File: config.mk
export PLATFORM = sky130hd
export DESIGN_NAME = fpslice_pack
export DESIGN_NICKNAME = d
export VERILOG_FILES = /design/src/fpslice_pkg.sv /design/src/fpslice_pack.sv
export SDC_FILE = /design/constraint.sdc
export NUM_CORES = 1
export LEC_CHECK = 0
export ABC_AREA = 1
export BUFFER_PORTS_ARGS = -buffer_cell sky130_fd_sc_hd__buf_2
export CAP_MARGIN = 20
export CORE_AREA = 2 2 64 66
export DETAILED_ROUTE_END_ITERATION = 7
export DIE_AREA = 0 0 66 68
export GPL_ROUTABILITY_DRIVEN = 0
export MAX_ROUTING_LAYER = met4
export PLACE_DENSITY = 0.8
export SYNTH_ARGS = -nofsm -noshare
export SYNTH_HDL_FRONTEND = slang
export SYNTH_SLANG_ARGS = --single-unit
File: constraint.sdc
create_clock -name vclk -period 1.7
set_input_delay 0.17 -clock vclk [all_inputs]
set_output_delay 0.17 -clock vclk [all_outputs]
set_load 0.02 [all_outputs]
File: src/fpslice_pkg.sv
// Common widths, encodings and helpers for the FP slice; modules import it where they need it
package fpslice_pkg;

  // ----------------------------------------------------------
  // Slice geometry
  // ----------------------------------------------------------
  localparam int unsigned SLICE_WIDTH  = 64;  // Operand and result word
  localparam int unsigned NUM_OPERANDS = 2;
  localparam int unsigned FP32_WIDTH   = 32;
  localparam int unsigned FP16_WIDTH   = 16;
  localparam int unsigned NUM_LANES    = SLICE_WIDTH / FP16_WIDTH;  // Narrowest format sets it

  // Field layout of the two formats
  localparam int unsigned FP32_EXP_BITS = 8;
  localparam int unsigned FP32_MAN_BITS = 23;
  localparam int unsigned FP16_EXP_BITS = 5;
  localparam int unsigned FP16_MAN_BITS = 10;

  // Canonical quiet NaNs
  localparam logic [FP32_WIDTH-1:0] CANON_NAN_FP32 = 32'h7FC0_0000;
  localparam logic [FP16_WIDTH-1:0] CANON_NAN_FP16 = 16'h7E00;

  // ----------------------------------------------------------
  // Encodings
  // ----------------------------------------------------------
  typedef enum logic [0:0] {
    FP32 = 1'b0,
    FP16 = 1'b1
  } fp_format_e;

  typedef enum logic [2:0] {
    SGNJ  = 3'd0,
    SGNJN = 3'd1,
    SGNJX = 3'd2,
    FMIN  = 3'd3,
    FMAX  = 3'd4
  } operation_e;

  // IEEE exception flags, same order as the fflags CSR
  typedef struct packed {
    logic NV;  // Invalid
    logic DZ;  // Divide by zero
    logic OF;  // Overflow
    logic UF;  // Underflow
    logic NX;  // Inexact
  } status_t;

  // One 16-bit chunk of the result plus the lane flags
  typedef struct packed {
    logic [FP16_WIDTH-1:0] result;
    status_t               status;
  } lane_word_t;

  // ----------------------------------------------------------
  // Helpers
  // ----------------------------------------------------------
  function automatic int unsigned fp_width(fp_format_e fmt);
    return (fmt == FP32) ? FP32_WIDTH : FP16_WIDTH;
  endfunction

  // Number of lanes a format fills in the slice word
  function automatic int unsigned lanes_of(fp_format_e fmt);
    return SLICE_WIDTH / fp_width(fmt);
  endfunction

endpackage
File: src/fpslice_pack.sv
// Repacks lane chunks into the result word by format and merges the masked lane flags
`timescale 1ns/10ps

module fpslice_pack (
  input  logic [fpslice_pkg::NUM_LANES-1:0][fpslice_pkg::FP16_WIDTH-1:0] lane_result_i,
  input  fpslice_pkg::status_t [fpslice_pkg::NUM_LANES-1:0]              lane_status_i,
  input  logic [fpslice_pkg::NUM_LANES-1:0]                              lane_valid_i,
  input  fpslice_pkg::fp_format_e                                        fmt_i,
  input  logic                                                           vectorial_i,
  input  logic [fpslice_pkg::NUM_LANES-1:0]                              mask_i,
  output logic [fpslice_pkg::SLICE_WIDTH-1:0]                            result_o,
  output fpslice_pkg::status_t                                           status_o
);

  import fpslice_pkg::*;

  localparam int unsigned NUM_FP32_LANES = SLICE_WIDTH / FP32_WIDTH;

  logic [NUM_LANES-1:0] lane_used;

  // ----------------------------------------------------------
  // Lane activity
  // ----------------------------------------------------------
  // Upper lanes only count for vector ops inside the format's lane count
  always_comb begin : lane_activity
    for (int i = 0; i < NUM_LANES; i++) begin
      lane_used[i] = lane_valid_i[i] &
                     ((i == 0) | (vectorial_i & (i < int'(lanes_of(fmt_i)))));
    end
  end

  // ----------------------------------------------------------
  // Result and status
  // ----------------------------------------------------------
  always_comb begin : pack_result
    result_o = '1;  // NaN-box everything not written below
    status_o = '0;
    if (fmt_i == FP32) begin
      // Upper half of FP32 lane i sits in chunk lane i + NUM_FP32_LANES
      for (int i = 0; i < NUM_FP32_LANES; i++) begin
        if (lane_used[i] && lane_valid_i[i+NUM_FP32_LANES]) begin
          result_o[i*FP32_WIDTH +: FP32_WIDTH] = {lane_result_i[i+NUM_FP32_LANES],
                                                   lane_result_i[i]};
          if (mask_i[i]) begin
            status_o = status_o | lane_status_i[i];
          end
        end
      end
    end else begin
      for (int i = 0; i < NUM_LANES; i++) begin
        if (lane_used[i]) begin
          result_o[i*FP16_WIDTH +: FP16_WIDTH] = lane_result_i[i];
          if (mask_i[i]) begin
            status_o = status_o | lane_status_i[i];
          end
        end
      end
    end
  end

endmodule

[After elaboration in Yosys (flattened, before gate mapping)]
Cells that the tools add are included.
Storage, ports and cells
  output and inout bits: 69
  flip-flop bits (word level): 0
  logic and storage cells: 40
Cells by class
  reduce and logical (&&, ||, !) cells: 2
  bitwise operators: 10
  div/mod/pow operators: 1
  mux-type cells: 24
  magnitude comparators: 3
Operators with widths (count)
  $mux 5: 16
  $lt 3x32->1 const A: 2
  $mux 16: 4
  $mux 32: 2
  $mux 64: 1
  $div 7x32->32 const A: 1
  $lt 2x32->1 const A: 1
  $or 5x5->5: 4
  $and 1x1->1: 6
  $mux 6: 1
  $logic_and 1x1->1: 2

[Depth between registers and ports, before layout]
  depth in word-level cells: 15
  gate-level depth with buffers: 8

[Worst setup path before layout]
OpenSTA, ideal clock, no wires.
  path kind: input port to output port
  start point: in fmt_i
  end point: out result_o[38] (netlist name)
  data arrival time: 1.099 ns
  data required time: 1.530 ns
  path slack: 0.431 ns
  cell stages on the path: 6
  cells stage by stage: buf_4 inv_4 nand4_4 inv_2 buf_4 a22oi_1
On the way
  cells in the longest elaborated chain, start to end: 8
  elaborated cells between the ends (all ways): 12
Ends and longest elaborated chain
  from (decl): RTL line fpslice_pack.sv:8  | input fpslice_pkg::fp_format_e fmt_i,
  $mux 6: RTL line fpslice_pkg.sv:58  | return (fmt == FP32) ? FP32_WIDTH : FP16_WIDTH;
  $div 7x32->32: RTL line fpslice_pkg.sv:63  | return SLICE_WIDTH / fp_width(fmt);
  $lt 2x32->1: RTL line fpslice_pack.sv:28  | ((i == 0) | (vectorial_i & (i < int'(lanes_of(fmt_i)))));
  $and 1x1->1: RTL line fpslice_pack.sv:28
  $and 1x1->1: RTL line fpslice_pack.sv:27  | lane_used[i] = lane_valid_i[i] &
  $logic_and 1x1->1: RTL line fpslice_pack.sv:41  | if (lane_used[i] && lane_valid_i[i+NUM_FP32_LANES]) begin
  $mux 32: RTL line fpslice_pack.sv:41
  $mux 64 (*): RTL line fpslice_pack.sv:38  | if (fmt_i == FP32) begin
  to (decl): RTL line fpslice_pack.sv:11  | output logic [fpslice_pkg::SLICE_WIDTH-1:0] result_o,
Every way passes the cells marked *; elsewhere a longest branch is shown, timed or not.

[Final worst setup path]
  start point: in fmt_i
  end point: out result_o[19] (netlist name)
On the way
  cells in the longest elaborated chain, start to end: 7
Ends and longest elaborated chain
  $mux 6: RTL line fpslice_pkg.sv:58
  $div 7x32->32: RTL line fpslice_pkg.sv:63
  $lt 2x32->1: RTL line fpslice_pack.sv:28
  $and 1x1->1: RTL line fpslice_pack.sv:28
  $and 1x1->1: RTL line fpslice_pack.sv:27
  $mux 16: RTL line fpslice_pack.sv:51  | if (lane_used[i]) begin
  $mux 64 (*): RTL line fpslice_pack.sv:38
Marks and branches as above.

==> flow_summary.json <==
{
  "syn_to_final_growth_pct": 75.43,
  "relSlewSlack_pct": 53.61,
  "drt-total-wl_um": 4390,
  "antenna_found_initial": 0,
  "hold_class": "in -> out",
  "grt_pass1_wl_um": 6030,
  "cp_common_cell": "buf_2",
  "start_kind": "input pin",
  "cts_hold_buf": 0,
  "tightest_slew_ns": 0.6936,
  "crit_fanout": 16,
  "p_switching_mw": 0.2868,
  "seq_area_um2": 0,
  "rsz0062_at_grt": "false",
  "worstPathArrival_ns": 1.36,
  "finalHoldViolCount": 0,
  "hold_slack_ns": 0.6382,
  "drc": 0,
  "crit_path_cell_trace": "buf_2 -> nor3_4 -> a22oi_1 -> buf_2",
  "start_util_pct": 28.52,
  "viasPerCell": 4.355,
  "portBuffers": 163,
  "nets": 477,
  "ios": 163,
  "post_cts_buffers": 0,
  "outcome": "completed",
  "seq_cells": 0,
  "seq_area_frac_synth_pct": 0,
  "grt.overflow.total": 0,
  "cap_violations": 0,
  "synth.distinct_cells": 20,
  "setup_viol_count_final": 0,
  "grt_max_degree": 17,
  "wl_per_cell_um": 10.19,
  "rows": 23,
  "ctsResizeCount": 0,
  "num_vias": 1877,
  "drt-initial-drc-count": 57,
  "fin_crit_sh_pct": 89.81,
  "fin_crit_ns": 1.527,
  "ys_warn_count": 0,
  "drtPass1Iterations": 4,
  "grt_pass1_vias": 1432,
  "drive_gt1_share_pct": 46.19,
  "avgSynthCellArea_um2": 4.888,
  "syn-cell-area_um2": 1100,
  "clkbuf_count": 0,
  "netlist_instances": 225,
  "power.density_nw_per_um2": 244.8,
  "cpPeakStageDelay_ns": 0.63,
  "floorplan.die.height_um": 68,
  "diodes": 0,
  "ant_nets": 0,
  "vdd_drop_max_uv": 96.00,
  "p_sw_share_pct": 60.71,
  "cp-end-kind": "output pin",
  "leakage_nw": 1.228,
  "critPathSlowestCell": "nor3_4",
  "fin_setup_tns_ns": 0,
  "pwr-share-clk_pct": 0,
  "die_x_um": 66,
  "power_frac_seq_pct": 0,
  "core_um2": 3856,
  "die_area_um2": 4488,
  "grt_use_total_pct": 16.70,
  "dpl.hpwl_um": 3682,
  "required_ns": 1.53,
  "p_comb_share_pct": 100.0,
  "synth_nets": 319,
  "path_class": "in -> out",
  "fmax_mhz": 655.0,
  "finalMaxSlewViolations": 0,
  "p_int_mw": 0.1856
}
logic make-up (layout without fill, tap and decap cells):
| family | after synthesis | count (layout) | share of synthesized area (%) |
|---|---|---|---|
| buf+inv | 90 | 246 | 33.33 |
| compound gates | 38 | 38 | 26.62 |
| simple gates | 97 | 97 | 40.05 |
power groups by stage:
stage               Combinational [mW]  Sequential [mW]  Clock, mW
floorplan                        0.269                0          0
global placement                 0.466                0          0
detailed placement               0.472                0          0
CTS                              0.474                0          0
global route                     0.522                0          0
finish                           0.472                0          0
worst paths after layout:
path,startpoint,end,slack [ns],cells past startpoint
hold / removal,lane_result_i[3],result_o[3],0.64,4
setup / recovery,fmt_i,result_o[19],0.17,4
Yosys cell counts:
library cell,n,area [um2]
buf_6,1,11.26
inv_4,1,6.260
nand4_4,1,21.27
nor2_4,2,22.52
nand3_1,13,65.06
nand2_1,61,229.0
nor2_1,15,56.30
a21oi_4,1,16.27
nand4_1,1,6.260
buf_2,3,15.01
buf_4,4,30.03
o21ai_4,1,16.27
nand2_2,1,6.260
o21ai_0,4,20.02
nor3_4,1,16.27
inv_1,79,296.5
nand2_4,1,11.26
inv_2,2,7.510
a22oi_1,32,240.2
nor2_2,1,6.260
worst max-delay path: cells and delay by family:
family	cells	cell delay (ns)
AO/OA/AOI/OAI	1	0.16
buffers and inverters	2	0.39
AND/OR/NAND/NOR	1	0.63
area by class of cell:
cell class                      count  area [um2]
Fill cell                         394        1927
Inverter                           82       310.3
Multi-Input combinational cell    135       733.2
Tap cell                           50       62.56
Timing Repair Buffer              164       823.3
cell usage in the layout, fill, tap and decap left out:
cell / n
a21oi_4: 1
a22oi_1: 32
buf_2: 163
buf_4: 1
inv_1: 79
inv_2: 2
inv_4: 1
nand2_1: 61
nand2_2: 1
nand2_4: 1
nand3_1: 13
nand4_1: 1
nand4_4: 1
nor2_1: 15
nor2_2: 1
nor2_4: 2
nor3_4: 1
o21ai_0: 4
o21ai_4: 1
stage by stage:
step	area [um2]	worst slack, ns	power [mW]	std cells	util (%)
final	1929	0.1733	0.4724	431	50.03
after global routing	1929	0.1111	0.5220	431	50.03
after CTS	1929	0.2249	0.4737	431	50.03
after detailed placement	1929	0.2246	0.4715	431	50.03
after global placement	1929	0.2501	0.4657	431	50.03
after floorplan	1100	0.4314	0.2690	225	-
layer usage:
layer,vias to the layer above,global-route usage [%],part of all wire [%]
met4,0,1.531,0.59
met1,783,18.98,38
met3,4,1.480,9.2
met5,-,-,0
met2,103,32.95,52
li1,987,-,-
Note: power is estimated with default switching activity, not from simulation.
