===== config.mk =====
export PLATFORM = sky130hd
export DESIGN_NAME = fpslice_pipe
export DESIGN_NICKNAME = d
export VERILOG_FILES = /design/src/fpslice_pipe.sv
export SDC_FILE = /design/constraint.sdc
export NUM_CORES = 1
export LEC_CHECK = 0
export ABC_AREA = 1
export BUFFER_PORTS_ARGS = -buffer_cell sky130_fd_sc_hd__buf_2
export CAP_MARGIN = 20
export CORE_AREA = 2 2 39 41
export CTS_BUF_LIST = sky130_fd_sc_hd__clkbuf_8
export CTS_CLUSTER_SIZE = 8
export DETAILED_ROUTE_END_ITERATION = 8
export DIE_AREA = 0 0 41 43
export PLACE_DENSITY_LB_ADDON = 0.1
export SLEW_MARGIN = 40
export SYNTH_ARGS = -nofsm -noshare
export SYNTH_HDL_FRONTEND = slang
export SYNTH_SLANG_ARGS = --single-unit

===== constraint.sdc =====
create_clock -name clk_i -period 0.83 [get_ports clk_i]
set_clock_uncertainty 0.05 [all_clocks]
set_input_delay 0.1245 -clock clk_i [delete_from_list [all_inputs] [get_ports clk_i]]
set_output_delay 0.1245 -clock clk_i [all_outputs]
set_load 0.02 [all_outputs]

===== src/fpslice_pipe.sv =====
// Valid/ready register pipeline with flush; carries any payload type through NumPipeRegs stages
`timescale 1ns/10ps

module fpslice_pipe #(
  parameter int unsigned NumPipeRegs = 2,
  parameter type         PayloadType = logic
) (
  input  logic       clk_i,
  input  logic       reset_i,
  input  logic       flush_i,
  input  logic       in_valid_i,
  input  PayloadType in_data_i,
  output logic       in_ready_o,
  output logic       out_valid_o,
  output PayloadType out_data_o,
  input  logic       out_ready_i,
  output logic       busy_o
);

  // Index i holds the item after i register stages
  PayloadType           data_q [0:NumPipeRegs];
  logic [0:NumPipeRegs] valid_q;
  logic [0:NumPipeRegs] ready;

  assign data_q[0]  = in_data_i;
  assign valid_q[0] = in_valid_i;

  // ----------------------------------------------------------
  // Register stages
  // ----------------------------------------------------------
  for (genvar i = 0; i < NumPipeRegs; i++) begin : gen_stage
    logic stage_en;

    // Advance when the next stage moves on or holds a bubble
    assign ready[i] = ready[i+1] | ~valid_q[i+1];
    assign stage_en = ready[i] & valid_q[i];

    always_ff @(posedge clk_i) begin
      if (reset_i || flush_i) begin
        valid_q[i+1] <= 1'b0;
      end else if (ready[i]) begin
        valid_q[i+1] <= valid_q[i];
      end
    end

    always_ff @(posedge clk_i) begin
      if (stage_en) begin
        data_q[i+1] <= data_q[i];  // Payload moves with its valid
      end
    end
  end

  assign ready[NumPipeRegs] = out_ready_i;

  // ----------------------------------------------------------
  // Ports
  // ----------------------------------------------------------
  assign in_ready_o  = ready[0];
  assign out_valid_o = valid_q[NumPipeRegs];
  assign out_data_o  = data_q[NumPipeRegs];

  // Anything held in a register stage
  always_comb begin : busy_flag
    busy_o = 1'b0;
    for (int i = 1; i <= NumPipeRegs; i++) begin
      busy_o |= valid_q[i];
    end
  end

endmodule


* Word level (Yosys, flattened, before mapping)
Index checks and enable logic that the tools add are counted.
** Word-level totals
- Input bits :: 6
- Bits in registers :: 4
- Output and inout bits :: 4
- Logic and storage cells :: 12
** Cells by class
- Bitwise logic cells :: 7
- Reduce and logical (&&, ||, !) cells :: 1
** Operators with widths (count)
- OR 1 bit :: 3
- bitwise AND 1 bit :: 2
- inverter 1 bit :: 2
- logical OR 1 bit :: 1

* Depth between registers and ports, before layout
Gate-level depths: netlist of the first run.
- Depth in word-level cells :: 4
- Depth in mapped cells :: 4
- Mapped depth without buffers :: 4

* Least setup slack after synthesis of the first run
Ideal clock, no wire load.
- Path kind :: reg-to-reg
- From :: register valid_q, in the netlist out_valid_o
- To :: register data_q[1] (netlist bit) (enable)
- Path slack :: -286 ps
- Library setup time :: 237 ps
- Data required time :: 543 ps
- Data arrival time :: 829 ps
- Buffers on the path :: 0
- Stages on the path, launching flop included :: 4
- Period minus slack after synthesis :: 1116 ps
- Path through :: dfxtp_1 -> nand3_2 -> nand2_1 -> inv_1
** On the way
- Longest elaborated chain between the ends :: 4
** RTL lines
- start: declaration :: line 22 : logic [0:NumPipeRegs] valid_q;
- start signal: indexed assignment :: line 42 : valid_q[i+1] <= valid_q[i];
- inverter 1 bit :: line 35 : assign ready[i] = ready[i+1] | ~valid_q[i+1];
- OR 1 bit (2 in a row) :: line 35
- net in_ready_o :: line 13 : output logic in_ready_o,
- bitwise AND 1 bit :: line 36 : assign stage_en = ready[i] & valid_q[i];
- net gen_stage[0].stage_en :: line 32 : logic stage_en;
- end signal: indexed assignment :: line 48 : data_q[i+1] <= data_q[i];
- end: declaration :: line 21 : PayloadType data_q [0:NumPipeRegs];
The timed path passes the listed nets, and every way through them passes these cells.
A chain may end at the register's enable or synchronous reset.

* Final worst setup path of the first run
- From :: register valid_q[1] (netlist bit)
- To :: output busy_o
** On the way
- Longest elaborated chain between the ends :: 1
** RTL lines
- OR 1 bit :: line 66 : busy_o |= valid_q[i];
- end: declaration :: line 17 : output logic busy_o
No other way between the ends.

==> flow_summary.toml, run 1 <==
[worst_setup_path]
crit_fanout = 3
critPathCaptureType = "primary output"
crit_required_ns = 0.66
crit_path_start_kind = "register"
crit_type = "register to primary output"
ff2ff_path_depth = 5
worst_ep_arrival_time_ns = 0.92
rrSetupSlack_ns = -0.13
rr_startpoint = "valid_q[1]"
worstSetupEndpoint = "busy_o"
cp-startpoint = "valid_q[1]"
reg2reg_to = "valid_q[1]"

[logic_synthesis]
synth_warnings = 0
synth_area_leader_cell = "edfxtp_1"
synth_area_leaders = "edfxtp_1 (37%), dfxtp_1 (25%), inv_1 (6.9%)"
synth-seq-cells = 4
synth_top_area_share = 0.369
seq_area_frac_synth = 0.615
syn-cell-area_um2 = 163
synth-main-ff-cell = "edfxtp_1"
synth_commonest_cells = "inv_1 (3), dfxtp_1 (2), edfxtp_1 (2)"
syn_inst = 15
yosysMostFrequentCell = "inv_1"
async_reset_ff_frac = 0
syn_area_per_cell_um2 = 10.8
synth_edf_count = 2
syn_nets = 21
synthDistinctLibCells = 11

[sta]
slew_violations = 0
hold_slack_ns = 0.0286
max-slew-margin-rel = 0.889
finalCritPeriodShare = 1.32
final_hold_viol_count = 0
fmax_ghz = 0.915
period_minus_slack_ns = 1.09
setup-violations-final = 7
grt_setup_unrepaired = "true"
tightestPinTransition_ns = 0.167
setup_slack_ns = -0.263

[run]
cap_violations = 0

[power]
power.density_nw_per_um2 = 1920
power.total_uw = 703
vdd_ir_drop_max_mv = 0.413
p_leak_uw = 0.000169

[grt]
globalRouteOverflowTotal = 0
track_usage = 0.0573
grt_max_degree = 5
antenna_found_initial = 0
grt_pass1_wl_um = 607
grt_pass1_vias = 172

[finish]
finalNetCount = 40
drive_above_1_share = 0.758
n_fill_cell = 156
final_core_util = 0.265
fin_area_um2 = 367
syn_to_final_growth_pct = 125
antenna_cells = 0

[place]
place.gp.congestion = 0.562
postPlaceCellArea_um2 = 240
port_buffers = 9
preCtsSetupSlack_ns = -0.128

[clocking]
numCtsBuffers = 3
clock_sinks = 4
clock_latency_ns = 0.22
hold_buffers = 0
cts_buffer_depth = 2
root_buffer = "clkbuf_8"
clk_pin_slew_ns = 0.04
cts_htree_levels = 1
tritoncts = "built"

[route]
wl_um = 386
vias_per_cell = 3.31
drc_errors = 0
drt_iter0_markers = 0
antenna_left = 0
post_drt_wl_per_cell_um = 7.88
via_count = 162
first_pass_iters = 1

[outcome]
status = "finished, violations left"
violations = "negative setup slack"

[floorplanning]
initial_core_util = 0.118
fp.dieH_um = 43
design.core.area_um2 = 1380
ios = 10
die_area_um2 = 1760
die_x_um = 41
rows = 14

[hold_path]
hold_class = "primary input to register"
==> flip-flops by register name (all words and copies together) (netlist names) <==
name,count
out_valid_o,1
out_data_o,1
valid_q,1
data_q,1
==> worst min path at each step <==
stage	start	endpoint	slack (ns)	cells after the start
after floorplan	in_data_i	data_q[1]	0.17	0
after global placement	in_data_i	data_q[1]	0.25	1
after detailed placement	in_data_i	data_q[1]	0.26	1
after CTS	in_data_i	data_q[1]	0.03	1
after global routing	in_data_i	data_q[1]	0.03	1
final	in_data_i	data_q[1]	0.03	1
==> cell type report <==
class                      count  area (um^2)  area share
inverter                       3         11.3      0.0307
timing repair buffer          14          115       0.314
sequential                     4          108       0.294
clock buffer                   3         41.3       0.113
tap                           16         20.0      0.0546
clock inverter                 1         3.75      0.0102
multi-input combinational      8         67.6       0.184
==> power by group <==
| part | total, uW | internal [uW] | switching (uW) |
|---|---|---|---|
| clock network | 427 | 316 | 110 |
| registers | 216 | 212 | 4.05 |
| logic | 59.7 | 33.6 | 26.1 |
==> critical path, stage by stage (launching register included) <==
cell and delay, ns:
dfxtp_4 0.33, or2_4 0.24, buf_6 0.13
==> what timing repair did <==
item,CTS,global route
gates cloned,0,0
setup endpoints to repair,6,8
pin swaps,2,1
resized for setup,12,3
setup buffers,4,1
==> layer usage <==
layer	part of all wire	track usage
met1	0.46	0.0680
met2	0.41	0.0563
met3	0.085	0.0157
met4	0.039	0.100
met5	0	0
==> cells in the final DEF, fill, tap and decap left out, drive strengths merged <==
cell	count
buf	14
inv	4
clkbuf	3
edfxtp	2
dfxtp	2
or2	2
a21oi	2
nand3	1
a21boi	1
nand2	1
nor2	1
==> stage by stage <==
step | TNS, ns | std cells
6_report | -1.10 | 49
2_1_floorplan | -0.172 | 15
3_5_place_dp | -0.250 | 40
4_1_cts | -1.10 | 48
5_1_grt | -1.30 | 49
3_3_place_gp | -0.236 | 40
==> cells by family after synthesis <==
kind of cell / count (synthesis) / synth area share
buffers and inverters: 3 / 0.0692
AND/OR/NAND/NOR: 5 / 0.185
flip-flops: 4 / 0.615
AO/OA/AOI/OAI: 3 / 0.131
Note: power is estimated with default switching activity, not from simulation.
==> inputs of run 2 (changes only) <==
PLACE_DENSITY_LB_ADDON = 0.12   (was 0.1)
==> run 2 against run 1 <==
The run still ends with negative setup slack left. Core utilization fell by 3.1 points. Die area unchanged. Maximum frequency up 1.4%. Combinational power down 13%. Register-to-register slack worse by 0.02 ns. Global-route usage down 0.51 points. Sequential power hardly changed.
==> flow_summary.toml, run 2 (same netlist as run 1, synthesis figures left out) <==
[power]
power.density_nw_per_um2 = 2120
p_comb_frac = 0.075
internal_power_uw = 558
p_leak_uw = 0.000147
power_switching_share = 0.190
vdd_ir_drop_max_mv = 0.573
p_sw_uw = 131
p_seq_frac = 0.318
clkPwrFrac = 0.607

[sta]
setup-violations-final = 6
fmax_ghz = 0.928
hold_slack_ns = 0.0323
setup_slack_ns = -0.248
finalCritPeriodShare = 1.30
tightestPinTransition_ns = 0.171
grt_setup_unrepaired = "true"
slew_violations = 0
period_minus_slack_ns = 1.08
max-slew-margin-rel = 0.886
final_hold_viol_count = 0

[route]
first_pass_iters = 2
antenna_left = 0
vias_per_cell = 3.24
drc_errors = 0
drt_iter0_markers = 1
via_count = 146
post_drt_wl_per_cell_um = 7.36
wl_um = 331

[floorplanning]
ios = 10
rows = 14
die_x_um = 41
fp.dieH_um = 43
initial_core_util = 0.118
die_area_um2 = 1760
design.core.area_um2 = 1380

[clocking]
clk_pin_slew_ns = 0.04
cts_buffer_depth = 2
clock_latency_ns = 0.21
cts_htree_levels = 1
hold_buffers = 0
numCtsBuffers = 3
tritoncts = "built"
root_buffer = "clkbuf_8"
clock_sinks = 4

[worst_setup_path]
cp_slowest_cell = "dfxtp_4"
slowest_delay_ns = 0.33
crit_type = "register to primary output"
crit_required_ns = 0.66
cp_top_family = "flip-flops"
critPathCaptureType = "primary output"
path_buf_inv = 1
crit_path_start_kind = "register"
crit_fanout = 2
crit_chain = "or2_4 > buf_6"
worst_ep_arrival_time_ns = 0.90

[finish]
finalNetCount = 36
n_fill_cell = 157
antenna_cells = 0
syn_to_final_growth_pct = 99.2
stdcell_count = 45
final_cell_mix = "buf_2 (5), inv_1 (4), buf_6 (4)"
final_common_cell = "buf_2"
drive_above_1_share = 0.655

[grt]
globalRouteOverflowTotal = 0
track_usage = 0.0522
antenna_found_initial = 0
grt_pass1_wl_um = 496
grt_max_degree = 5
grt_pass1_vias = 141

[outcome]
status = "finished, violations left"
violations = "negative setup slack"

[place]
dp.cells = 40
place.gp.congestion = 0.635
port_buffers = 9

[run]
cap_violations = 0

[hold_path]
hold_class = "primary input to register"
-- run 2: through the flow --
stage / TNS (ns) / setup WS, ns / area, um^2 / power (uW) / util
2_1_floorplan: -0.172 / -0.0790 / 175 / 244 / -
3_3_place_gp: -0.235 / -0.124 / 240 / 262 / 0.174
3_5_place_dp: -0.242 / -0.124 / 240 / 263 / 0.174
4_1_cts: -1.03 / -0.255 / 318 / 702 / 0.230
5_1_grt: -1.18 / -0.274 / 324 / 718 / 0.234
6_report: -0.978 / -0.248 / 324 / 688 / 0.234
-- run 2: metal layers --
layer  global-route usage  routed length [um]
met4               0.0800                   0
met2               0.0563                 148
met3               0.0471                  42
met1               0.0418                 139
met5                    0                   0
-- run 2: final cells by class --
cell class,count,area (um^2),share of cell area
multi-input combinational,8,65.1,0.201
sequential,4,105,0.324
clock buffer,3,41.3,0.127
clock inverter,1,3.75,0.0116
timing repair buffer,10,77.6,0.239
tap,16,20.0,0.0618
inverter,3,11.3,0.0347
-- run 2: power groups by stage --
stage | logic [uW] | clock network [uW] | registers (uW)
floorplan | 19.7 | 0 | 224
global placement | 40.0 | 0 | 222
detailed placement | 40.7 | 0 | 222
CTS | 51.3 | 433 | 218
global route | 56.5 | 442 | 219
finish | 51.8 | 418 | 219
-- run 2: final timing paths --
kind / from / to / slack [ns] / cells after the start
max: out_valid_o / busy_o / -0.25 / 2
min: in_data_i / data_q[1] / 0.03 / 1
max reg2reg: out_valid_o / data_q[1] / -0.15 / 4
min reg2reg: data_q[1] / out_data_o / 0.36 / 0
-- run 2: timing repair --
action / 4_1_cts / 5_1_grt
setup buffers: 1 / 0
hold endpoints to repair: 0 / 0
pin swaps: 1 / 0
setup endpoints to repair: 6 / 7
resized for setup: 8 / 2
-- run 2: worst register-to-register path, cell delays in order (launching register included) --
cell,delay (ns)
dfxtp_4,0.33
buf_4,0.15
nand3_4,0.07
nand2_1,0.05
inv_1,0.05
==> inputs of run 3 (changes only) <==
clock period = 1.3 ns   (was 0.83 ns; I/O delays follow)
==> run 3 against run 2 <==
The flow now finishes without violations. Via count shrank 4.8%. Die area unchanged. Sequential power decreased by 36%. Sequential share of layout area increased by 4.3 points. Flip-flop and latch count did not move. Non-clock buffer count shrank 1. Critical path depth stayed put. Largest cell class unchanged. Global-route usage grew 0.31 points. Design area down 16%.
==> flow_summary.toml, run 3 (same netlist as run 1, synthesis figures left out) <==
[route]
via_count = 139
drt_iter0_markers = 0
drc_errors = 0
drt-met1-wl_um = 119
wl_met2_um = 155
first_pass_iters = 1
vias_per_cell = 3.16
post_drt_wl_per_cell_um = 7.27
wl_um = 320
met3WireLength_um = 46
highest_layer = "met3"
antenna_left = 0

[clocking]
clock_sinks = 4
clock_latency_ns = 0.22
root_buffer = "clkbuf_8"
tritoncts = "built"
hold_buffers = 0
cts_setup_buffers = 0
cts_buffer_depth = 2
cts_htree_levels = 1
numCtsBuffers = 3
post_cts_resized = 0
clk_pin_slew_ns = 0.04

[finish]
finalNetCount = 35
final_core_util = 0.197
drive_above_1_share = 0.536
antenna_cells = 0
final_cell_mix = "buf_2 (9), inv_1 (4), clkbuf_8 (3)"
final_common_cell = "buf_2"
syn_to_final_growth_pct = 67.7

[place]
preCtsSetupSlack_ns = 0.279
place.gp.congestion = 0.646
port_buffers = 9

[sta]
grt_setup_unrepaired = "false"
slew_violations = 0
final_hold_viol_count = 0
tightestPinTransition_ns = 0.198
fmax_ghz = 0.809
setup_slack_ns = 0.0635
setup-violations-final = 0
timing.setup.tns_ns = 0
finalCritPeriodShare = 0.951
max-slew-margin-rel = 0.867
period_minus_slack_ns = 1.24
hold_slack_ns = 0.100

[grt]
globalRouteOverflowTotal = 0
grt_pass1_vias = 134
grt_pass1_wl_um = 496
track_usage = 0.0553
antenna_found_initial = 0
grt_max_degree = 6

[floorplanning]
die_x_um = 41
initial_core_util = 0.118
ios = 10
rows = 14
design.core.area_um2 = 1380
die_area_um2 = 1760
fp.dieH_um = 43

[worst_setup_path]
crit_required_ns = 1.05
rr_startpoint = "valid_q[1]"
reg2reg_to = "out_data_o"
critPathCaptureType = "primary output"
rrSetupSlack_ns = 0.36
crit_path_start_kind = "register"
worst_ep_arrival_time_ns = 0.99
crit_fanout = 5
crit_type = "register to primary output"
ff2ff_path_depth = 1

[power]
power.density_nw_per_um2 = 1600
vdd_ir_drop_max_mv = 0.368
power.total_uw = 435
p_leak_uw = 0.000132

[run]
cap_violations = 0

[hold_path]
hold_depth = 1
hold_end = "data_q[1]"
hold_class = "primary input to register"
min_from = "in_data_i"

[outcome]
status = "finished clean"
[run 3: layout make-up]
class                   instances  area (um^2)
flip-flops and latches          4          100
clock buffers                   3         41.3
clock inverters                 1         3.75
multi-input cells               8         51.3
repair buffers                  9         45.0
inverters                       3         11.3
fillers                       162         1110
well taps                      16         20.0
[run 3: metal layers]
layer  track usage  vias up
met4         0.100        0
li1              -       73
met1        0.0548       59
met5             0        -
met2        0.0438        7
met3        0.0471        0
[run 3: worst max-delay path, stage by stage, from the launching register on]
cell	delay, ns
dfxtp_1	0.33
or2_2	0.29
buf_2	0.16
[run 3: how the worst max path moves through the flow]
stage	startpoint	end	slack, ns	depth (start not counted)
6_report	out_valid_o	busy_o	0.06	2
2_1_floorplan	out_valid_o	data_q[1]	0.18	3
5_1_grt	out_valid_o	busy_o	0.02	2
4_1_cts	out_valid_o	busy_o	0.05	2
3_3_place_gp	out_valid_o	busy_o	0.29	2
3_5_place_dp	out_valid_o	busy_o	0.28	2
[run 3: metrics by stage]
stage / instance area [um^2] / instances
after detailed placement: 228 / 40
after global routing: 273 / 44
after CTS: 273 / 44
after global placement: 228 / 40
final: 273 / 44
after floorplan: 163 / 15
[run 3: power by group]
part           internal, uW  leakage [uW]  total, uW  switching, uW
clock                   202     0.0000269        270           68.6
combinational          11.9     0.0000698       24.3           12.5
sequential              138     0.0000353        141           2.21
total                   352      0.000132        435           83.3
