**src/fpslice_pkg.sv**
```systemverilog
// Common widths, encodings and helpers for the FP slice; modules import it where they need it
package fpslice_pkg;

  // ----------------------------------------------------------
  // Slice geometry
  // ----------------------------------------------------------
  localparam int unsigned SLICE_WIDTH  = 64;  // Operand and result word
  localparam int unsigned NUM_OPERANDS = 2;
  localparam int unsigned FP32_WIDTH   = 32;
  localparam int unsigned FP16_WIDTH   = 16;
  localparam int unsigned NUM_LANES    = SLICE_WIDTH / FP16_WIDTH;  // Narrowest format sets it

  // Field layout of the two formats
  localparam int unsigned FP32_EXP_BITS = 8;
  localparam int unsigned FP32_MAN_BITS = 23;
  localparam int unsigned FP16_EXP_BITS = 5;
  localparam int unsigned FP16_MAN_BITS = 10;

  // Canonical quiet NaNs
  localparam logic [FP32_WIDTH-1:0] CANON_NAN_FP32 = 32'h7FC0_0000;
  localparam logic [FP16_WIDTH-1:0] CANON_NAN_FP16 = 16'h7E00;

  // ----------------------------------------------------------
  // Encodings
  // ----------------------------------------------------------
  typedef enum logic [0:0] {
    FP32 = 1'b0,
    FP16 = 1'b1
  } fp_format_e;

  typedef enum logic [2:0] {
    SGNJ  = 3'd0,
    SGNJN = 3'd1,
    SGNJX = 3'd2,
    FMIN  = 3'd3,
    FMAX  = 3'd4
  } operation_e;

  // IEEE exception flags, same order as the fflags CSR
  typedef struct packed {
    logic NV;  // Invalid
    logic DZ;  // Divide by zero
    logic OF;  // Overflow
    logic UF;  // Underflow
    logic NX;  // Inexact
  } status_t;

  // One 16-bit chunk of the result plus the lane flags
  typedef struct packed {
    logic [FP16_WIDTH-1:0] result;
    status_t               status;
  } lane_word_t;

  // ----------------------------------------------------------
  // Helpers
  // ----------------------------------------------------------
  function automatic int unsigned fp_width(fp_format_e fmt);
    return (fmt == FP32) ? FP32_WIDTH : FP16_WIDTH;
  endfunction

  // Number of lanes a format fills in the slice word
  function automatic int unsigned lanes_of(fp_format_e fmt);
    return SLICE_WIDTH / fp_width(fmt);
  endfunction

endpackage
```
**src/fpslice_lane_op.sv**
```systemverilog
// Sign injection and min/max for one lane; purely combinational, instantiated once per lane
`timescale 1ns/10ps

module fpslice_lane_op #(
  parameter bit HasFp32 = 1'b1
) (
  input  logic [fpslice_pkg::FP32_WIDTH-1:0] op_a_i,
  input  logic [fpslice_pkg::FP32_WIDTH-1:0] op_b_i,
  input  fpslice_pkg::operation_e            op_i,
  input  fpslice_pkg::fp_format_e            fmt_i,
  output logic [fpslice_pkg::FP32_WIDTH-1:0] result_o,
  output fpslice_pkg::status_t               status_o
);

  import fpslice_pkg::*;

  localparam int unsigned BOX_BITS = FP32_WIDTH - FP16_WIDTH;

  logic                                    is_fp32;
  logic [NUM_OPERANDS-1:0][FP32_WIDTH-1:0] ops;
  logic [NUM_OPERANDS-1:0][FP32_WIDTH-1:0] boxed;  // Operand as a lane result
  logic [NUM_OPERANDS-1:0][FP32_WIDTH-2:0] mag;
  logic [NUM_OPERANDS-1:0]                 sign, is_zero, is_nan, is_snan;
  logic                                    a_lt_b;
  logic                                    inj_sign;
  logic [FP32_WIDTH-1:0]                   canon_nan;

  assign is_fp32 = HasFp32 && (fmt_i == FP32);  // FP16-only lanes ignore the format
  assign ops     = {op_b_i, op_a_i};

  // ----------------------------------------------------------
  // Operand classification
  // ----------------------------------------------------------
  always_comb begin : classify
    for (int k = 0; k < NUM_OPERANDS; k++) begin
      if (is_fp32) begin
        sign[k]    = ops[k][FP32_WIDTH-1];
        mag[k]     = ops[k][FP32_WIDTH-2:0];
        is_nan[k]  = (&ops[k][FP32_WIDTH-2 -: FP32_EXP_BITS]) & (|ops[k][FP32_MAN_BITS-1:0]);
        is_snan[k] = is_nan[k] & ~ops[k][FP32_MAN_BITS-1];  // Quiet bit clear
        boxed[k]   = ops[k];
      end else begin
        sign[k]    = ops[k][FP16_WIDTH-1];
        mag[k]     = {{BOX_BITS{1'b0}}, ops[k][FP16_WIDTH-2:0]};
        is_nan[k]  = (&ops[k][FP16_WIDTH-2 -: FP16_EXP_BITS]) & (|ops[k][FP16_MAN_BITS-1:0]);
        is_snan[k] = is_nan[k] & ~ops[k][FP16_MAN_BITS-1];
        boxed[k]   = {{BOX_BITS{1'b1}}, ops[k][FP16_WIDTH-1:0]};
      end
      is_zero[k] = (mag[k] == '0);
    end
  end

  assign canon_nan = is_fp32 ? CANON_NAN_FP32 : {{BOX_BITS{1'b1}}, CANON_NAN_FP16};

  // Ordering, -0 sorts below +0
  always_comb begin : compare
    if (is_zero[0] && is_zero[1]) begin
      a_lt_b = sign[0] & ~sign[1];
    end else if (sign[0] != sign[1]) begin
      a_lt_b = sign[0];
    end else begin
      a_lt_b = sign[0] ? (mag[0] > mag[1]) : (mag[0] < mag[1]);  // Negatives flip
    end
  end

  // ----------------------------------------------------------
  // Result select
  // ----------------------------------------------------------
  always_comb begin : select_result
    inj_sign = sign[1];
    result_o = boxed[0];
    status_o = '0;
    unique case (op_i)
      SGNJ, SGNJN, SGNJX: begin
        if (op_i == SGNJN) inj_sign = ~sign[1];
        if (op_i == SGNJX) inj_sign = sign[0] ^ sign[1];
        if (is_fp32) begin
          result_o = {inj_sign, ops[0][FP32_WIDTH-2:0]};
        end else begin
          result_o = {{BOX_BITS{1'b1}}, inj_sign, ops[0][FP16_WIDTH-2:0]};
        end
      end
      FMIN, FMAX: begin
        if (is_nan[0] && is_nan[1]) begin
          result_o = canon_nan;
        end else if (is_nan[0]) begin
          result_o = boxed[1];  // NaN loses against a number
        end else if (is_nan[1]) begin
          result_o = boxed[0];
        end else if ((op_i == FMIN) == a_lt_b) begin
          result_o = boxed[0];
        end else begin
          result_o = boxed[1];
        end
        status_o.NV = |is_snan;
      end
      default: result_o = boxed[0];
    endcase
  end

endmodule

```
**config.mk**
```make
export PLATFORM = sky130hd
export DESIGN_NAME = fpslice_lane_op
export DESIGN_NICKNAME = d
export VERILOG_FILES = /design/src/fpslice_pkg.sv /design/src/fpslice_lane_op.sv
export SDC_FILE = /design/constraint.sdc
export NUM_CORES = 1
export LEC_CHECK = 0
export BUFFER_PORTS_ARGS = -buffer_cell sky130_fd_sc_hd__buf_4
export CORE_MARGIN = 8
export CORE_UTILIZATION = 34
export DETAILED_ROUTE_END_ITERATION = 10
export GPL_TIMING_DRIVEN = 1
export PLACE_DENSITY_LB_ADDON = 0.1
export RECOVER_POWER = 50
export SLEW_MARGIN = 5
export SYNTH_ARGS = -nofsm -noshare
export SYNTH_HDL_FRONTEND = slang
export SYNTH_SLANG_ARGS = --single-unit
```
**constraint.sdc**
```tcl
create_clock -name vclk -period 4.7
set_clock_uncertainty 0.1 [all_clocks]
set_input_delay 0.235 -clock vclk [all_inputs]
set_output_delay 0.235 -clock vclk [all_outputs]
set_load 0.01 [all_outputs]
```
* Word-level counts from Yosys, hierarchy flattened
Index checks and enable logic that the tools add are counted.
Cells by class: muxes and demuxes 23, bitwise operators 15, equality and inequality tests 6, reduce and logical (&&, ||, !) cells 16, magnitude comparators 2
Operators with widths (number):
- $mux W32 | 8
- $pmux W32 S2 | 1
- $logic_not A31 Y1 | 2
- $mux W31 | 2
- $reduce_or A23 Y1 | 2
- $gt A31 B31 Y1 | 1
- $lt A31 B31 Y1 | 1
- $reduce_or A10 Y1 | 2
- $reduce_and A8 Y1 | 2
- $mux W1 | 12
- $reduce_and A5 Y1 | 2
- $and A1 B1 Y1 | 9
- $eq A3 B2 Y1 const B | 2
- $not A1 Y1 | 5
- $reduce_or A2 Y1 | 2
- $eq A3 B1 Y1 const B | 1
- $eq A3 B3 Y1 const B | 1
- $logic_not A3 Y1 | 1
- $reduce_or A3 Y1 | 1
- $logic_and A1 B1 Y1 | 2
- $eq A1 B1 Y1 | 1
- $ne A1 B1 Y1 | 1
- $xor A1 B1 Y1 | 1
Word-level totals: register bits after elaboration 0, input port bits 68

* Longest topological paths before layout
Gate-level depths: netlist of run 1.
depth in word-level cells 11, depth in mapped cells 15

* Worst setup path after synthesis of run 1
Ideal clock, no wire load.
path type input-to-output, start point input fmt_i, end point output result_o[5] (netlist bit), path slack 720 ps, data arrival time 3645 ps, path buffers 4, stages 14, path through clkbuf_1 > clkbuf_1 > clkbuf_1 > nor2b_1 > ha_1 > nand4_1 > nor4_4 > a21bo_2 > a221oi_4 > a311oi_2 > a31oi_4 > nand2_4 > buf_6 > mux2_4
Between the ends: longest elaborated chain between the ends 11
RTL lines:
- start: declaration | line fpslice_lane_op.sv:10 | input fpslice_pkg::fp_format_e fmt_i,
- $mux W31 | line fpslice_lane_op.sv:36 | if (is_fp32) begin
- $lt A31 B31 Y1 / $gt A31 B31 Y1 (equally long branches) | line fpslice_lane_op.sv:62 | a_lt_b = sign[0] ? (mag[0] > mag[1]) : (mag[0] < mag[1]);
- $mux W1 | line fpslice_lane_op.sv:62
- $mux W1 | line fpslice_lane_op.sv:59 | end else if (sign[0] != sign[1]) begin
- $mux W1 | line fpslice_lane_op.sv:57 | if (is_zero[0] && is_zero[1]) begin
- $eq A1 B1 Y1 | line fpslice_lane_op.sv:90 | end else if ((op_i == FMIN) == a_lt_b) begin
- $mux W32 | line fpslice_lane_op.sv:90
- $mux W32 | line fpslice_lane_op.sv:88 | end else if (is_nan[1]) begin
- $mux W32 | line fpslice_lane_op.sv:86 | end else if (is_nan[0]) begin
- $mux W32 (*) | line fpslice_lane_op.sv:84 | if (is_nan[0] && is_nan[1]) begin
- $pmux W32 S2 (*) | line fpslice_lane_op.sv:73 | unique case (op_i)
- end: declaration | line fpslice_lane_op.sv:11 | output logic [fpslice_pkg::FP32_WIDTH-1:0] result_o,
Every way passes the cells marked *; elsewhere a longest branch is shown, timed or not.

* Worst setup path in the final report of run 1
start point input fmt_i, end point output result_o[6] (netlist bit)
Same word-level chain as after synthesis.

==> metrics.md, run 1 <==
| Metric | Value |
|---|---|
| Max_cap viols | 0 |
| PostCTS Resize Cnt | 0 |
| Final std cells w/o fill | 568 |
| Die Area | 10300 um^2 |
| Synth top area cells | ha_1 16%, nor2_1 7.7%, nand2_1 7.6%, mux2i_1 5.7%, a21oi_1 4.9% |
| Initial antenna violation count | 0 |
| CP startpoint kind | primary input |
| I/O Pins | 105 |
| DR WL/cell | 16.4 um |
| Synth top cells by count | 51 x nor2_1, 50 x nand2_1, 32 x ha_1 |
| Most common cell in the netlist | nor2_1 |
| Synth top area share | 16.2% |
| Post-DRT Antenna Nets | 0 |
| Synth-to-layout area growth | 31.6% |
| First-pass GRT wire length | 14900 um |
| Share of layout cells above drive strength 1 | 24.7% |
| Pleak | 1.55 nW |
| Cell area after synthesis | 2470 um^2 |
| Vias/cell | 5.68 |
| CLK BUF | 0 |
| Antenna cells | 0 |
| Status | finished, final reports clean |
| DP Worst Slack | 0.302 ns |
| Starting density of the core | 34.6% |
| DR DRC count | 0 |
| Final wirelength | 9310 um |
| Final period util | 93.7% |
| Die height | 101 um |
| Sequential cell count | 0 |
| Final min period | 4.41 ns |
| Setup TNS Final | 0 ns |
| CP endpoint kind | output pin |
| Sequential area share after synthesis | 0% |
| Slew Limit Fails | 0 |
| Unrepaired setup endpoints after global routing | no |
| Synth area leader | ha_1 |
| Crit path kind | in2out |
| Synth Area in XOR/XNOR | 0.354% |
| CP required | 4.37 ns |
| Simple logic cell fraction of the synthesized area | 36.8% |
| YS warnings | 0 |
| P per Cell Area | 108 nW/um^2 |
| Tightest Hold Check Type | in2out |
| Postcts setup bufs | 0 |
| Worst-margin pin slew | 0.843 ns |
| Iter 0 DRT Violations | 163 |
| Synth Area in Compound Gates | 28.8% |
| Sequential cell area | 0 um^2 |
| Post-Synthesis Cells | 380 |
| Total track usage | 17.1% |
| DRT Pass-1 Iters | 5 |
| Overflow after GRT | 0 |
| Vias in the first global route | 3161 |
| Worst vdd ir | 0.0000802 V |
| Hold Buf Count CTS | 0 |
| Routed vias | 3228 |
| Slew HR | 43.6% |
| FMAX | 227 MHz |
| Hpwl dp | 7770 um |
| Mux contribution to synthesized area | 9.92% |
| Largest family of logic cells by synthesized area | simple AND/OR/NAND/NOR gates |
| Placed Cells | 568 |
| Avg Cell Area, Syn | 6.50 um^2 |
| RePlAce Congestion | 0.996 |
| Worst EP arrival | 4.07 ns |
| Nets@finish | 571 |
| DIE WIDTH | 101 um |
| Port Buf Inserts | 101 |
| Final hold violations | 0 |
| Largest net degree at the start of global routing | 38 |
| Rows | 31 |
| Crit Path Max Fanout | 37 |
| Post-synth cell types | 60 |
| Setup slack after layout | 0.295 ns |
| Setup violations, final | 0 |
| Core area | 7140 um^2 |
| Area share of fa/ha/maj cells after synthesis | 16.2% |
==> where the power goes <==
group | total (mW) | internal (mW) | switching [mW]
Clock | 0 | 0 | 0
Combinational | 0.352 | 0.162 | 0.191
Sequential | 0 | 0 | 0
Total | 0.352 | 0.162 | 0.191
==> cells in the final DEF, fill, tap and decap left out, types with 13 or more instances in the layout <==
master	n
inv_1	23
nor3_1	18
buf_4	97
nor2b_1	16
mux2i_1	14
o21ai_0	21
nor4_1	13
a21oi_1	25
nor2_1	51
nand2_1	50
nand4_1	15
ha_1	32
==> path summary, 6_finish.rpt <==
path                  cells past startpoint          end  slack, ns      start
worst min-delay path                      3  result_o[5]       0.70  op_a_i[5]
worst max-delay path                     13  result_o[6]       0.29      fmt_i
==> per-stage QoR <==
step	power, mW	utilization [%]	hold WS (ns)	instance area [um^2]
final	0.352	45.6	0.699	3250
after global routing	0.389	45.6	0.707	3250
after CTS	0.359	46.2	0.701	3300
after detailed placement	0.358	46.2	0.700	3300
after global placement	0.355	46.2	0.701	3300
after floorplan	0.213	-	0.498	2480
==> cell families after synthesis <==
kind of cell	count (synthesis)
compound gates	98
xor+xnor	1
fa+ha+maj	32
buf+inv	43
mux	22
other cells	1
simple gates	183
==> worst max-delay path, stage by stage <==
cell      delay, ns
buf_4          0.22
inv_1          0.44
nand2_1        0.11
ha_1           0.34
nand4_1        0.23
nor4_4         0.38
a21bo_2        0.29
a221oi_4       0.39
a311oi_1       0.21
a31oi_4        0.37
nand2_4        0.28
mux2_4         0.38
buf_4          0.14
==> area by class of cell <==
class | instances | area, um^2
Inverter | 23 | 86.3
Timing Repair Buffer | 106 | 762
Tap cell | 99 | 124
Fill cell | 811 | 3880
Multi-Input combinational cell | 340 | 2280
==> per-layer routing <==
metal | up-vias | GRT usage, % | wire length (um)
met3 | 8 | 2.41 | 749
li1 | 1588 | - | -
met5 | - | 0 | 0
met2 | 122 | 29.6 | 4300
met1 | 1510 | 22.6 | 4190
met4 | 0 | 1.60 | 74
(Power assumes the default switching activity.)
==> run 2: changes to the inputs <==
--- a/config.mk
+++ b/config.mk
@@ -10,6 +10,7 @@
 export CORE_UTILIZATION = 34
 export DETAILED_ROUTE_END_ITERATION = 10
 export GPL_TIMING_DRIVEN = 1
+export MAX_ROUTING_LAYER = met4
 export PLACE_DENSITY_LB_ADDON = 0.1
 export RECOVER_POWER = 50
 export SLEW_MARGIN = 5
==> metrics.md, run 2 (synthesized netlist as in run 1, its figures left out) <==
| Metric | Value |
|---|---|
| CP required | 4.37 ns |
| Setup TNS Final | 0 ns |
| Hold Path Origin | op_a_i[8] |
| Tightest Hold Check Type | in2out |
| Final Util | 45.6% |
| Commonest cells after routing, fill and taps aside | 98 x buf_4, 51 x nor2_1, 50 x nand2_1, 32 x ha_1, 25 x a21oi_1 |
| Max_cap viols | 0 |
| Worst Hold Path EP | result_o[8] |
| Share of layout cells above drive strength 1 | 24.7% |
| Antenna cells | 0 |
| DRT Pass-1 Iters | 4 |
| DR DRC count | 0 |
| Hpwl dp | 7920 um |
| Rows | 31 |
| DP Worst Slack | 0.305 ns |
| Crit path kind | in2out |
| Final period util | 93.5% |
| Starting density of the core | 34.6% |
| Vias/cell | 5.50 |
| First-pass GRT wire length | 15100 um |
| Nets@finish | 572 |
| FMAX | 227 MHz |
| Worst vdd ir | 0.0000576 V |
| Post-DRT Antenna Nets | 0 |
| Final hold violations | 0 |
| Worst-margin pin slew | 0.864 ns |
| Crit Path Max Fanout | 30 |
| Pleak | 1.56 nW |
| DIE WIDTH | 101 um |
| PostCTS Resize Cnt | 0 |
| Worst hold path cell count | 3 |
| Slew HR | 42.4% |
| P per Cell Area | 108 nW/um^2 |
| Sequential cell count | 0 |
| Final min period | 4.40 ns |
| Total track usage | 18.1% |
| Sequential cell area | 0 um^2 |
| CLK BUF | 0 |
| Tot Pwr | 352 uW |
| Core area | 7140 um^2 |
| Synth-to-layout area growth | 31.7% |
| DR WL/cell | 16.6 um |
| Setup slack after layout | 0.304 ns |
| Routed vias | 3127 |
| Postcts setup bufs | 0 |
| Fill count | 797 |
| Hold Buf Count CTS | 0 |
| CP startpoint kind | primary input |
| Most common cell after layout, fill and taps aside | buf_4 |
| Initial antenna violation count | 0 |
| Worst EP arrival | 4.06 ns |
| Largest net degree at the start of global routing | 31 |
| Die height | 101 um |
| Vias in the first global route | 3098 |
| RePlAce Congestion | 0.934 |
| Die Area | 10300 um^2 |
| Iter 0 DRT Violations | 230 |
| I/O Pins | 105 |
| Unrepaired setup endpoints after global routing | no |
| Slew Limit Fails | 0 |
| Port Buf Inserts | 101 |
| Overflow after GRT | 0 |
| Final wirelength | 9470 um |
| Setup violations, final | 0 |
| Status | finished, final reports clean |
| CP endpoint kind | output pin |
[run 2: layer usage]
metal | global-route usage [%] | up-vias | routed length [um]
li1 | - | 1591 | -
met1 | 23.2 | 1426 | 4340
met2 | 31.8 | 108 | 4530
met3 | 1.37 | 2 | 582
met4 | 0.458 | 0 | 22
met5 | - | - | 0
[run 2: layout make-up]
type | instances | area (um^2) | share of cell area, %
tap | 99 | 124 | 3.81
multi-input combinational | 340 | 2270 | 69.9
timing repair buffer | 107 | 769 | 23.6
inverter | 23 | 86.3 | 2.65
[run 2: worst max-delay path by stage]
| stage | cells past startpoint | start | end | slack, ns |
|---|---|---|---|---|
| 5_1_grt | 14 | fmt_i | result_o[7] | 0.03 |
| 2_1_floorplan | 14 | fmt_i | result_o[5] | 0.72 |
| 3_5_place_dp | 13 | fmt_i | result_o[5] | 0.30 |
| 6_report | 13 | fmt_i | result_o[6] | 0.30 |
| 4_1_cts | 13 | fmt_i | result_o[6] | 0.27 |
| 3_3_place_gp | 13 | fmt_i | result_o[5] | 0.41 |
[run 2: through the flow]
stage	area, um^2	std cells	hold slack, ns
after CTS	3300	569	0.702
after global routing	3250	569	0.710
final	3250	569	0.699
after global placement	3300	569	0.702
after detailed placement	3300	569	0.701
after floorplan	2480	383	0.498
[run 2: critical path, stage by stage]
cell      delay [ns]
buf_4           0.21
inv_1           0.44
nand2_1         0.11
ha_1            0.33
nand4_1         0.23
nor4_4          0.39
a21bo_2         0.29
a221oi_4        0.39
a311oi_1        0.21
a31oi_4         0.37
nand2_4         0.29
mux2_4          0.38
buf_4           0.14
[run 2: where the power goes]
group	switching [mW]	total, mW	internal, mW	leakage, nW
logic	0.191	0.352	0.161	1.56
clock network	0	0	0	0
registers	0	0	0	0
==> run 3: changes to the inputs <==
--- a/config.mk
+++ b/config.mk
@@ -7,7 +7,7 @@
 export LEC_CHECK = 0
 export BUFFER_PORTS_ARGS = -buffer_cell sky130_fd_sc_hd__buf_4
 export CORE_MARGIN = 8
-export CORE_UTILIZATION = 34
+export CORE_UTILIZATION = 51
 export DETAILED_ROUTE_END_ITERATION = 10
 export GPL_TIMING_DRIVEN = 1
 export MAX_ROUTING_LAYER = met4
==> metrics.md, run 3 (synthesized netlist as in run 1, its figures left out) <==
| Metric | Value |
|---|---|
| Die Area | 7330 um^2 |
| RePlAce Congestion | 0.986 |
| Fin area | 3180 um^2 |
| Post-DRT Antenna Nets | 0 |
| Routed vias | 3284 |
| Core area | 4690 um^2 |
| Tot Pwr | 350 uW |
| Share of layout cells above drive strength 1 | 24.4% |
| Final wirelength | 8820 um |
| Port Buf Inserts | 101 |
| Vias/cell | 6.29 |
| Setup violations, final | 0 |
| Crit path kind | in2out |
| Unrepaired setup endpoints after global routing | no |
| Hold Path Origin | op_a_i[8] |
| Crit Path Max Fanout | 24 |
| Worst Hold Path EP | result_o[8] |
| Final hold violations | 0 |
| PostCTS Resize Cnt | 0 |
| DR DRC count | 0 |
| Tightest Hold Check Type | in2out |
| Rows | 25 |
| Hold Buf Count CTS | 0 |
| Total track usage | 23.1% |
| Antenna cells | 0 |
| DIE WIDTH | 85.6 um |
| Fill count | 444 |
| P per Cell Area | 110 nW/um^2 |
| Iter 0 DRT Violations | 254 |
| CLK BUF | 0 |
| DP Worst Slack | 0.310 ns |
| Most common cell after layout, fill and taps aside | buf_4 |
| Final Util | 67.9% |
| DR WL/cell | 16.9 um |
| Die height | 85.6 um |
| Worst-margin pin slew | 0.899 ns |
| Final std cells w/o fill | 522 |
| Worst EP arrival | 4.10 ns |
| Setup TNS Final | 0 ns |
| Slew Limit Fails | 0 |
| Overflow after GRT | 0 |
| First-pass GRT wire length | 14300 um |
| Slew HR | 39.8% |
| Vias in the first global route | 3049 |
| Worst hold slack | 0.697 ns |
| I/O Pins | 105 |
| Setup slack after layout | 0.270 ns |
| Status | finished, final reports clean |
| Pleak | 1.54 nW |
| CP Launch Point | fmt_i |
| DRT Pass-1 Iters | 6 |
| CP endpoint kind | output pin |
| Placed Cells | 522 |
| Starting density of the core | 52.7% |
| Final period util | 94.3% |
| Postcts setup bufs | 0 |
| Final min period | 4.43 ns |
| Synth-to-layout area growth | 28.9% |
| Largest net degree at the start of global routing | 47 |
| Sequential cell area | 0 um^2 |
| FMAX | 226 MHz |
| Sequential cell count | 0 |
| Max_cap viols | 0 |
| Nets@finish | 570 |
| Initial antenna violation count | 0 |
| CP startpoint kind | primary input |
| Commonest cells after routing, fill and taps aside | 95 x buf_4, 51 x nor2_1, 50 x nand2_1, 32 x ha_1, 25 x a21oi_1 |
| CP required | 4.37 ns |
| Placed standard-cell area | 3230 um^2 |
| Worst hold path cell count | 3 |
| Worst vdd ir | 0.0000946 V |
| Hpwl dp | 7340 um |
==> run 3: cell types whose count changed in the layout (fill, tap and decap cells not counted) <==
cell	change
buf_4	-3
clkbuf_1	+1
o31ai_1	-1
o31ai_2	+1
==> run 3: how the worst max path moves through the flow <==
stage | end | slack (ns) | cells after the start
6_report | result_o[6] | 0.27 | 13
5_1_grt | result_o[7] | 0.05 | 14
4_1_cts | result_o[6] | 0.30 | 14
3_5_place_dp | result_o[6] | 0.31 | 14
3_3_place_gp | result_o[5] | 0.45 | 13
2_1_floorplan | result_o[5] | 0.72 | 14
==> run 3: power breakdown <==
part | internal (mW) | total, mW | leakage (nW) | switching (mW)
Combinational | 0.161 | 0.350 | 1.54 | 0.189
Sequential | 0 | 0 | 0 | 0
Clock | 0 | 0 | 0 | 0
Total | 0.161 | 0.350 | 1.54 | 0.189
==> run 3: area by class of cell <==
cell class / instances / area (um^2) / share of cell area (%)
Multi-Input combinational cell: 340 / 2280 / 71.6
Inverter: 23 / 86.3 / 2.71
Tap cell: 54 / 67.6 / 2.12
Timing Repair Buffer: 105 / 751 / 23.6
==> run 3: worst max-delay path: stages <==
cell,delay [ns]
buf_4,0.17
inv_1,0.52
nand2_1,0.13
ha_1,0.34
nand4_1,0.21
nor4_4,0.39
a21bo_2,0.29
a221oi_4,0.38
a311oi_1,0.21
a31oi_4,0.36
nand2_4,0.29
mux2_4,0.39
buf_4,0.14
==> run 3: routing by layer <==
| layer | wire length [um] | track usage [%] |
|---|---|---|
| met3 | 730 | 2.77 |
| met4 | 82 | 2.23 |
| met1 | 3830 | 28.6 |
| met2 | 4170 | 40.3 |
| met5 | 0 | - |
